$ cat config.mk
export PLATFORM = sky130hd
export DESIGN_NAME = uart_frame_top
export DESIGN_NICKNAME = d
export VERILOG_FILES = /design/src/common/uart_frame_pkg.sv /design/src/logic/uart_frame_top.sv /design/src/framer/frame_receiver.sv /design/src/framer/frame_sender.sv /design/src/uart/uart_rx.sv /design/src/uart/uart_tx.sv
export SDC_FILE = /design/constraint.sdc
export NUM_CORES = 1
export LEC_CHECK = 0
export ABC_CLOCK_PERIOD_IN_PS = 11550
export BUFFER_PORTS_ARGS = -buffer_cell sky130_fd_sc_hd__buf_2
export CAP_MARGIN = 20
export CORE_ASPECT_RATIO = 1.25
export CORE_MARGIN = 4
export CORE_UTILIZATION = 49
export CTS_CLUSTER_DIAMETER = 60
export CTS_CLUSTER_SIZE = 16
export DETAILED_ROUTE_END_ITERATION = 8
export PLACE_DENSITY = 0.78
export SLEW_MARGIN = 20
export SYNTH_ARGS = -nofsm -noshare
export SYNTH_HDL_FRONTEND = slang
export SYNTH_SLANG_ARGS = --single-unit
$ cat constraint.sdc
create_clock -name sys_clk -period 11.55 [get_ports sys_clk]
set_input_delay 0.5775 -clock sys_clk [delete_from_list [all_inputs] [get_ports sys_clk]]
set_output_delay 0.5775 -clock sys_clk [all_outputs]
set_load 0.05 [all_outputs]
$ cat src/common/uart_frame_pkg.sv
// Shared definitions for the UART string link.
// Holds the bit timing, buffer sizes, the frame marker byte,
// the state enums of all four state machines and the frame buffer struct.

package uart_frame_pkg;

	// Serial timing.
	localparam int clks_per_bit = 8;                         // System clocks per serial bit.
	localparam int tx_stop_bits = 2;                         // Stop bits sent after each byte.
	localparam int cnt_w        = $clog2(clks_per_bit + 1);  // Width of the bit-time counter.
	localparam int mid_bit      = (clks_per_bit - 1) / 2;    // Offset of the start bit centre.

	// Frame buffer sizes.
	localparam int max_len = 32;  // Payload bytes the buffer can hold.
	localparam int len_w   = 6;   // Wide enough to hold max_len itself.

	localparam logic [7:0] frame_mark = 8'h26;  // ASCII "&" used as the frame marker.

	// A payload string together with its length.
	// Byte 0 sits in the lowest bits of data.
	typedef struct packed {
		logic [len_w-1:0]          length;
		logic [max_len-1:0][7:0]   data;
	} frame_buf_t;

	// Bit-level state of the byte transmitter and the byte receiver.
	typedef enum logic [1:0] {
		bit_idle,
		bit_start,
		bit_data,
		bit_stop
	} bit_state_e;

	// Frame sender states, one per marker plus the payload.
	typedef enum logic [2:0] {
		send_idle,
		send_mark1,
		send_mark2,
		send_body,
		send_mark3,
		send_mark4,
		send_finish
	} send_state_e;

	// Frame receiver states.
	// mark3 holds a marker seen inside the payload until the next byte decides.
	typedef enum logic [2:0] {
		recv_idle,
		recv_mark1,
		recv_body,
		recv_mark3,
		recv_finish
	} recv_state_e;

endpackage
$ cat src/logic/uart_frame_top.sv
// Top level of the UART string link.
// Frame sender feeds the byte transmitter, the byte receiver feeds the
// frame receiver. Host string ports and the two serial pins go outside.

`timescale 1ns/1ps

module uart_frame_top (
	input  logic                       sys_clk,
	input  logic                       sys_rst_n,
	input  uart_frame_pkg::frame_buf_t tx_frame,
	input  logic                       tx_req,
	output logic                       tx_busy,
	output logic                       tx_done,
	output uart_frame_pkg::frame_buf_t rx_frame,
	output logic                       rx_busy,
	output logic                       rx_done,
	output logic                       rx_overflow,
	input  logic                       uart_rx_port,
	output logic                       uart_tx_port
);

	logic [7:0] byte_data;    // Sender to transmitter.
	logic       byte_req;
	logic       byte_done;
	logic [7:0] rx_byte;      // Receiver to frame receiver.
	logic       rx_byte_vld;

	frame_sender i_frame_sender (
		.sys_clk   (sys_clk),
		.sys_rst_n (sys_rst_n),
		.tx_frame  (tx_frame),
		.tx_req    (tx_req),
		.tx_busy   (tx_busy),
		.tx_done   (tx_done),
		.byte_data (byte_data),
		.byte_req  (byte_req),
		.byte_done (byte_done)
	);

	uart_tx i_uart_tx (
		.sys_clk      (sys_clk),
		.sys_rst_n    (sys_rst_n),
		.byte_data    (byte_data),
		.byte_req     (byte_req),
		.byte_done    (byte_done),
		.uart_tx_port (uart_tx_port)
	);

	uart_rx i_uart_rx (
		.sys_clk      (sys_clk),
		.sys_rst_n    (sys_rst_n),
		.uart_rx_port (uart_rx_port),
		.rx_byte      (rx_byte),
		.rx_byte_vld  (rx_byte_vld)
	);

	frame_receiver i_frame_receiver (
		.sys_clk     (sys_clk),
		.sys_rst_n   (sys_rst_n),
		.rx_byte     (rx_byte),
		.rx_byte_vld (rx_byte_vld),
		.rx_frame    (rx_frame),
		.rx_busy     (rx_busy),
		.rx_done     (rx_done),
		.rx_overflow (rx_overflow)
	);

endmodule

$ cat src/framer/frame_receiver.sv
// Frame receiver for the string link.
// Hunts for two markers in a row, stores the payload at the running length
// and reports the string on a done pulse when two markers end the frame.
// A single marker inside the payload is kept as data.

`timescale 1ns/1ps

module frame_receiver (
	input  logic                       sys_clk,
	input  logic                       sys_rst_n,
	input  logic [7:0]                 rx_byte,
	input  logic                       rx_byte_vld,
	output uart_frame_pkg::frame_buf_t rx_frame,
	output logic                       rx_busy,
	output logic                       rx_done,
	output logic                       rx_overflow
);

	import uart_frame_pkg::*;

	recv_state_e             state;
	logic [max_len-1:0][7:0] rx_data;
	logic [len_w-1:0]        rx_len;   // Length reported with the last finished frame.
	logic [len_w-1:0]        fill;     // Running length of the frame being collected.
	logic                    dropped;  // Set once a byte did not fit.
	logic                    is_mark;
	logic                    is_data;
	logic                    store_one;
	logic                    store_pair;
	logic                    room1;
	logic                    room2;

	assign is_mark    = rx_byte_vld && (rx_byte == frame_mark);
	assign is_data    = rx_byte_vld && (rx_byte != frame_mark);
	assign store_one  = (state == recv_body) && is_data;
	assign store_pair = (state == recv_mark3) && is_data;  // Held marker plus this byte.
	assign room1      = (fill < len_w'(max_len));
	assign room2      = (fill < len_w'(max_len - 1));

	assign rx_busy  = (state != recv_idle);
	assign rx_done  = (state == recv_finish);
	assign rx_frame = '{length: rx_len, data: rx_data};

	always_ff @(posedge sys_clk or negedge sys_rst_n) begin
		if (!sys_rst_n) begin
			state       <= recv_idle;
			rx_len      <= '0;
			fill        <= '0;
			dropped     <= 1'b0;
			rx_overflow <= 1'b0;
		end else begin
			case (state)
				recv_idle: begin
					if (is_mark) begin
						state       <= recv_mark1;
						rx_overflow <= 1'b0;
					end
				end
				recv_mark1: begin
					if (is_mark) begin
						state   <= recv_body;
						fill    <= '0;
						dropped <= 1'b0;
					end else if (rx_byte_vld) begin
						state <= recv_idle;  // A lone marker is not a frame start.
					end
				end
				recv_body: begin
					if (is_mark) begin
						state <= recv_mark3;
					end else if (store_one) begin
						if (room1)
							fill <= fill + 1'b1;
						else
							dropped <= 1'b1;
					end
				end
				recv_mark3: begin
					if (is_mark) begin
						state       <= recv_finish;
						rx_len      <= fill;
						rx_overflow <= dropped;
					end else if (store_pair) begin
						state <= recv_body;
						if (room2) begin
							fill <= fill + len_w'(2);
						end else if (room1) begin
							fill    <= fill + 1'b1;
							dropped <= 1'b1;
						end else begin
							dropped <= 1'b1;
						end
					end
				end
				recv_finish: state <= recv_idle;
				default:     state <= recv_idle;
			endcase
		end
	end

	// Payload bytes land at the running length while there is room.
	always_ff @(posedge sys_clk) begin
		if (store_one && room1)
			rx_data[fill] <= rx_byte;
		if (store_pair && room1)
			rx_data[fill] <= frame_mark;
		if (store_pair && room2)
			rx_data[fill + 1'b1] <= rx_byte;
	end

endmodule

$ cat src/framer/frame_sender.sv
// Frame sender for the string link.
// Accepts a buffered string on the request/busy/done handshake and sends
// it as two markers, the payload bytes and two more markers through uart_tx.

`timescale 1ns/1ps

module frame_sender (
	input  logic                       sys_clk,
	input  logic                       sys_rst_n,
	input  uart_frame_pkg::frame_buf_t tx_frame,
	input  logic                       tx_req,
	output logic                       tx_busy,
	output logic                       tx_done,
	output logic [7:0]                 byte_data,
	output logic                       byte_req,
	input  logic                       byte_done
);

	import uart_frame_pkg::*;

	send_state_e      state;
	send_state_e      state_nxt;
	frame_buf_t       frame_buf;  // Copy of the host string taken on acceptance.
	logic [len_w-1:0] byte_cnt;   // Index of the next payload byte.
	logic             accept;
	logic             send_nxt;
	logic [7:0]       byte_nxt;

	// Busy drops in finish so that it falls on the same edge tx_done rises.
	assign tx_busy = (state != send_idle) && (state != send_finish);
	assign tx_done = (state == send_finish);
	assign accept  = tx_req && !tx_busy;

	always_comb begin
		state_nxt = state;
		send_nxt  = 1'b0;
		byte_nxt  = frame_mark;
		if (accept) begin
			state_nxt = send_mark1;
			send_nxt  = 1'b1;
		end else begin
			case (state)
				send_idle: state_nxt = send_idle;
				send_mark1: begin
					if (byte_done) begin
						state_nxt = send_mark2;
						send_nxt  = 1'b1;
					end
				end
				send_mark2: begin
					if (byte_done) begin
						send_nxt = 1'b1;
						if (frame_buf.length == '0) begin
							state_nxt = send_mark3;  // Empty payload goes straight to the end markers.
						end else begin
							state_nxt = send_body;
							byte_nxt  = frame_buf.data[0];
						end
					end
				end
				send_body: begin
					if (byte_done) begin
						send_nxt = 1'b1;
						if (byte_cnt == frame_buf.length)
							state_nxt = send_mark3;
						else
							byte_nxt = frame_buf.data[byte_cnt];
					end
				end
				send_mark3: begin
					if (byte_done) begin
						state_nxt = send_mark4;
						send_nxt  = 1'b1;
					end
				end
				send_mark4: begin
					if (byte_done)
						state_nxt = send_finish;
				end
				send_finish: state_nxt = send_idle;
				default:     state_nxt = send_idle;
			endcase
		end
	end

	always_ff @(posedge sys_clk or negedge sys_rst_n) begin
		if (!sys_rst_n) begin
			state    <= send_idle;
			byte_req <= 1'b0;
			byte_cnt <= '0;
		end else begin
			state    <= state_nxt;
			byte_req <= send_nxt;  // One-cycle request on the cycle after byte_done.
			if (state == send_mark2 && byte_done)
				byte_cnt <= len_w'(1);
			else if (state == send_body && byte_done)
				byte_cnt <= byte_cnt + 1'b1;
		end
	end

	always_ff @(posedge sys_clk) begin
		if (accept)
			frame_buf <= tx_frame;
		if (send_nxt)
			byte_data <= byte_nxt;
	end

endmodule

$ cat src/uart/uart_rx.sv
// Byte receiver for an 8N serial line with a fixed bit time.
// Two-flop synchronizer, falling edge detect, start bit recheck at mid bit,
// mid-bit sampling of the data bits and a stop bit check.
// rx_byte_vld pulses in the middle of a valid stop bit.

`timescale 1ns/1ps

module uart_rx (
	input  logic       sys_clk,
	input  logic       sys_rst_n,
	input  logic       uart_rx_port,
	output logic [7:0] rx_byte,
	output logic       rx_byte_vld
);

	import uart_frame_pkg::*;

	bit_state_e       state;
	logic             rx_meta;   // First synchronizer stage.
	logic             rx_sync;   // Second synchronizer stage.
	logic             rx_prev;   // Delayed copy for edge detection.
	logic             rx_fall;
	logic [cnt_w-1:0] clk_cnt;
	logic [2:0]       bit_cnt;
	logic [7:0]       rx_shift;  // Bits arrive LSB first and enter at the top.
	logic             bit_mid;
	logic             start_mid;

	assign rx_fall   = rx_prev && !rx_sync;
	assign bit_mid   = (clk_cnt == cnt_w'(clks_per_bit - 1));  // One bit time after the last sample.
	assign start_mid = (clk_cnt == cnt_w'(mid_bit));

	always_ff @(posedge sys_clk or negedge sys_rst_n) begin
		if (!sys_rst_n) begin
			rx_meta <= 1'b1;
			rx_sync <= 1'b1;
			rx_prev <= 1'b1;
		end else begin
			rx_meta <= uart_rx_port;
			rx_sync <= rx_meta;
			rx_prev <= rx_sync;
		end
	end

	always_ff @(posedge sys_clk or negedge sys_rst_n) begin
		if (!sys_rst_n) begin
			state       <= bit_idle;
			clk_cnt     <= '0;
			bit_cnt     <= '0;
			rx_byte_vld <= 1'b0;
		end else begin
			rx_byte_vld <= 1'b0;
			clk_cnt     <= clk_cnt + 1'b1;
			case (state)
				bit_idle: begin
					clk_cnt <= '0;
					if (rx_fall)
						state <= bit_start;
				end
				bit_start: begin
					if (start_mid) begin
						clk_cnt <= '0;
						bit_cnt <= '0;
						state   <= rx_sync ? bit_idle : bit_data;  // A glitch is not a start bit.
					end
				end
				bit_data: begin
					if (bit_mid) begin
						clk_cnt <= '0;
						bit_cnt <= bit_cnt + 1'b1;
						if (bit_cnt == 3'd7)
							state <= bit_stop;
					end
				end
				bit_stop: begin
					if (bit_mid) begin
						rx_byte_vld <= rx_sync;  // Framing error drops the byte.
						state       <= bit_idle;
					end
				end
				default: state <= bit_idle;
			endcase
		end
	end

	always_ff @(posedge sys_clk) begin
		if (state == bit_data && bit_mid)
			rx_shift <= {rx_sync, rx_shift[7:1]};
		if (state == bit_stop && bit_mid && rx_sync)
			rx_byte <= rx_shift;  // Held until the next good byte.
	end

endmodule

$ cat src/uart/uart_tx.sv
// Byte transmitter for an 8N serial line with a fixed bit time.
// One start bit, eight data bits LSB first, then tx_stop_bits stop bits.
// byte_done marks the last cycle of the last stop bit.

`timescale 1ns/1ps

module uart_tx (
	input  logic       sys_clk,
	input  logic       sys_rst_n,
	input  logic [7:0] byte_data,
	input  logic       byte_req,
	output logic       byte_done,
	output logic       uart_tx_port
);

	import uart_frame_pkg::*;

	bit_state_e       state;
	logic [cnt_w-1:0] clk_cnt;   // Cycles spent in the current bit.
	logic [2:0]       bit_cnt;   // Data bit or stop bit index.
	logic [7:0]       tx_shift;  // Next data bit sits in bit 0.
	logic             bit_end;

	assign bit_end   = (clk_cnt == cnt_w'(clks_per_bit - 1));
	assign byte_done = (state == bit_stop) && bit_end && (bit_cnt == 3'(tx_stop_bits - 1));

	always_ff @(posedge sys_clk or negedge sys_rst_n) begin
		if (!sys_rst_n) begin
			state        <= bit_idle;
			clk_cnt      <= '0;
			bit_cnt      <= '0;
			uart_tx_port <= 1'b1;  // Line idles high.
		end else begin
			clk_cnt <= (state == bit_idle || bit_end) ? '0 : clk_cnt + 1'b1;
			case (state)
				bit_idle: begin
					uart_tx_port <= 1'b1;
					if (byte_req) begin
						state        <= bit_start;
						uart_tx_port <= 1'b0;  // Start bit begins on the accepting edge.
					end
				end
				bit_start: begin
					if (bit_end) begin
						state        <= bit_data;
						bit_cnt      <= '0;
						uart_tx_port <= tx_shift[0];
					end
				end
				bit_data: begin
					if (bit_end) begin
						if (bit_cnt == 3'd7) begin
							state        <= bit_stop;
							bit_cnt      <= '0;
							uart_tx_port <= 1'b1;
						end else begin
							bit_cnt      <= bit_cnt + 1'b1;
							uart_tx_port <= tx_shift[0];
						end
					end
				end
				bit_stop: begin
					if (bit_end) begin
						if (bit_cnt == 3'(tx_stop_bits - 1))
							state <= bit_idle;
						else
							bit_cnt <= bit_cnt + 1'b1;
					end
				end
				default: state <= bit_idle;
			endcase
		end
	end

	// The byte is latched on the request and shifted once per data bit.
	always_ff @(posedge sys_clk) begin
		if (state == bit_idle && byte_req)
			tx_shift <= byte_data;
		else if (bit_end && (state == bit_start || state == bit_data))
			tx_shift <= tx_shift >> 1;
	end

endmodule

==> results.py <==
metrics = {
    "global_route": {
        "grt.total_usage_pct": 26.7,
        "antenna_found_initial": 17,
        "overflow": 0,
        "grt_max_degree": 196,
        "grt_pass1_vias": 17400,
        "grt_pass1_wl_um": 106000,
    },
    "synth": {
        "synthesis.area_um2": 23600,
        "synth_fp_nets": 1991,
        "yosysWarnings": 0,
        "synth-seq-cells": 600,
        "yosysSeqAreaShare_pct": 64.4,
        "syn_avg_cell_area_um2": 13.9,
        "yosys_most_used_dff": "edfxtp_1",
        "synthCells": 1700,
        "synth_edf_count": 294,
        "async_reset_ff_share_pct": 8.33,
        "synth.distinct_cells": 88,
    },
    "sta": {
        "skew_ns": 0.0156,
        "finalMaxSlewViolations": 0,
        "holdWs_ns": 0.0993,
        "max_slew_margin_pct": 25.7,
        "period_share_pct": 33.8,
        "setup_tns_ns": 0,
        "fin_crit_ns": 3.90,
        "worst_slack_ns": 7.65,
        "max_freq_mhz": 256,
        "worst_slew_pin_slew_ns": 1.11,
        "hold_viol": 0,
        "rsz0062_at_grt": "false",
        "finalSetupViolations": 0,
    },
    "die": {
        "ios": 534,
        "initial_core_util_pct": 49.8,
        "core_um2": 47400,
        "die_area_um2": 51800,
        "rows": 89,
        "die_x_um": 204,
        "die_h_um": 253,
    },
    "critical_path": {
        "cp-start-kind": "flip-flop",
        "end_kind": "flip-flop",
        "r2r_cells": 8,
        "arrival_ns": 4.33,
        "worst-r2r-setup-slack_ns": 7.65,
        "criticalPathCategory": "flip-flop to flip-flop",
        "reg2reg_from": "i_frame_receiver.fill[2]$_DFFE_PN0P_",
        "worst-endpoint-required_ns": 11.98,
        "r2r-end": "i_frame_receiver.rx_frame[98]$_DFF_P_",
        "crit_fanout": 31,
    },
    "cts": {
        "postCtsSetupRepairBufs": 0,
        "cts_tree": "done",
        "clock-root-buffer": "clkbuf_16",
        "cts.clk_slew.worst_paths_ns": 0.07,
        "cts-buffers-inserted": 47,
        "ctsHoldBuffers": 0,
        "ctsResizeCount": 0,
        "cts-root-to-sink-buffers": 3,
        "htree_levels": 2,
        "cts.sinks": 600,
        "clock_latency_ns": 0.59,
    },
    "placement": {
        "port_buffers": 533,
        "gp_congestion": 0.950,
        "pre_cts_ws_ns": 7.79,
        "place_hpwl_um": 53400,
    },
    "outcome": {
        "outcome": "complete, no violations",
    },
    "drt": {
        "drc": 0,
        "wl_um": 71700,
        "drt_first_pass_iters": 5,
        "via_per_inst": 5.98,
        "vias": 17200,
        "drtIter0Drc": 1594,
        "ant_nets": 0,
        "avgRoutedWirePerCell_um": 24.9,
    },
    "layout": {
        "nNetsFinal": 2500,
        "fin_util_pct": 59.7,
        "drive_gt1_share_pct": 33.1,
        "area_growth_pct": 20.0,
    },
    "flow_run": {
        "drv_cap": 0,
    },
    "power": {
        "irDropWorstVdd_v": 0.000158,
        "power_leakage_nw": 11.2,
        "p_per_area_nw_per_um2": 152,
    },
    "hold_path": {
        "hp-class": "input port to asynchronous set/reset pin",
    },
}
-- area by class of cell --
type	instances	area, um2
Clock inverter	10	105
Fill cell	3665	19100
Multi-Input combinational cell	978	7910
Inverter	29	109
Timing Repair Buffer	553	2850
Clock buffer	68	1320
Tap cell	637	797
Sequential cell	600	15200
Antenna cell	8	20.0
-- layout by cell type (no fill, tap or decap), types with 6 or more instances in the layout --
cell type / instances
diode_2: 8
buf_2: 533
nor3_1: 21
a22o_1: 131
a21o_1: 9
nor2b_1: 15
o22a_1: 7
a2bb2oi_1: 73
inv_1: 26
a211oi_1: 10
nand4_1: 6
o211ai_1: 10
o22ai_1: 37
xor2_1: 8
nand2_1: 94
mux4_2: 57
buf_4: 18
a22oi_1: 18
a21oi_1: 47
ha_1: 25
mux2i_1: 60
o21ai_0: 61
nor2_1: 77
dfxtp_1: 256
clkbuf_16: 49
o22ai_2: 10
mux2_2: 14
a22oi_2: 11
edfxtp_1: 294
dfrtp_1: 44
nand3_1: 52
and2_1: 7
nand2b_1: 13
clkbuf_1: 17
-- worst max-delay path by stage --
stage / cells past startpoint / end / startpoint / slack, ns
after global routing: 8 / i_frame_receiver.rx_frame[98]$_DFF_P_ / i_frame_receiver.fill[2]$_DFFE_PN0P_ / 7.38
after detailed placement: 8 / i_frame_receiver.rx_frame[101]$_DFF_P_ / i_frame_receiver.fill[2]$_DFFE_PN0P_ / 7.79
after floorplan: 4 / i_frame_sender.frame_buf[0]$_DFFE_PP_ / i_frame_sender.state[2]$_DFFE_PN0P_ / 2.95
after global placement: 8 / i_frame_receiver.rx_frame[69]$_DFF_P_ / i_frame_receiver.fill[2]$_DFFE_PN0P_ / 7.97
final: 8 / i_frame_receiver.rx_frame[98]$_DFF_P_ / i_frame_receiver.fill[2]$_DFFE_PN0P_ / 7.65
after CTS: 8 / i_frame_receiver.rx_frame[97]$_DFF_P_ / i_frame_receiver.fill[2]$_DFFE_PN0P_ / 7.76
-- cells in the mapped netlist, types with 4 or more instances --
master / number / area share [%]
or3_1: 5 / 0.13
nor2b_1: 15 / 0.40
nor3_1: 21 / 0.45
a21oi_1: 47 / 1.0
mux2i_1: 60 / 2.5
nor2_1: 78 / 1.2
o31ai_1: 4 / 0.13
or2_2: 5 / 0.13
a22oi_1: 18 / 0.57
a2bb2oi_1: 73 / 2.7
and3_1: 4 / 0.11
o211ai_1: 10 / 0.32
nand3b_1: 5 / 0.16
nor4_1: 4 / 0.11
o22ai_2: 10 / 0.53
and2_1: 7 / 0.19
dfxtp_1: 256 / 22
dfrtp_1: 46 / 4.9
nand4_1: 6 / 0.16
a211oi_1: 10 / 0.32
o32ai_1: 6 / 0.22
dfstp_2: 4 / 0.45
a21o_1: 9 / 0.29
inv_1: 26 / 0.41
a22oi_2: 11 / 0.58
o21ai_0: 61 / 1.3
nand2b_1: 13 / 0.34
mux2_2: 14 / 0.67
ha_1: 25 / 1.3
nand2_1: 94 / 1.5
xor2_1: 8 / 0.30
xnor2_1: 5 / 0.19
edfxtp_1: 294 / 37
o22ai_1: 37 / 0.98
mux4_2: 57 / 5.4
a22o_1: 131 / 4.9
o221ai_1: 5 / 0.19
buf_2: 28 / 0.59
clkbuf_1: 59 / 0.94
o22a_1: 7 / 0.26
nand3_1: 52 / 1.1
-- cell families (layout without fill, tap and decap cells) --
| kind of cell | after synthesis | after routing | share of synthesized area (%) |
|---|---|---|---|
| simple gates | 332 | 332 | 7.03 |
| other cells | 0 | 8 | 0 |
| xor+xnor | 14 | 14 | 0.551 |
| buf+inv | 122 | 660 | 2.14 |
| flops | 600 | 600 | 64.4 |
| fa+ha+maj | 25 | 25 | 1.33 |
| mux | 131 | 131 | 8.65 |
| compound gates | 476 | 476 | 15.9 |
-- critical path: stages (launching register included) --
cell,delay [ns]
dfrtp_1,0.96
ha_1,0.50
and2_1,0.21
nand3_1,0.09
ha_1,0.39
a211oi_2,0.34
nand3_2,0.44
o22ai_1,0.67
a2bb2oi_1,0.15
-- registers in the layout, indices dropped and copies added, names as in the netlist, 4 cells and up, named ones only --
name                       count
i_uart_tx.tx_shift             8
i_frame_receiver.rx_frame    256
i_uart_rx.rx_byte              8
i_frame_sender.byte_data       8
i_frame_sender.byte_cnt        6
i_uart_rx.rx_shift             8
i_frame_sender.frame_buf     262
i_frame_receiver.rx_len        6
i_frame_receiver.fill          6
i_uart_rx.clk_cnt              4
i_uart_tx.clk_cnt              4
-- through the flow --
step | power (mW) | instance area (um2) | cells
finish | 4.30 | 28300 | 2883
detailed placement | 2.80 | 26800 | 2796
global placement | 2.78 | 26800 | 2796
global route | 4.47 | 28300 | 2877
CTS | 4.33 | 28300 | 2874
floorplan | 2.67 | 23600 | 1700
-- power by group --
group	internal (mW)	total (mW)	switching (mW)	leakage, nW
logic	0.218	0.420	0.202	5.19
clock network	0.805	1.55	0.749	0.690
registers	2.26	2.33	0.0634	5.36
-- layer usage --
metal	vias to the layer above	routed length [um]	track usage, %
met5	-	84	0
met4	12	3390	11.2
met3	192	6440	6.44
met2	981	36500	47.5
met1	8382	25200	30.8
li1	7663	-	-
(Power assumes the default switching activity.)
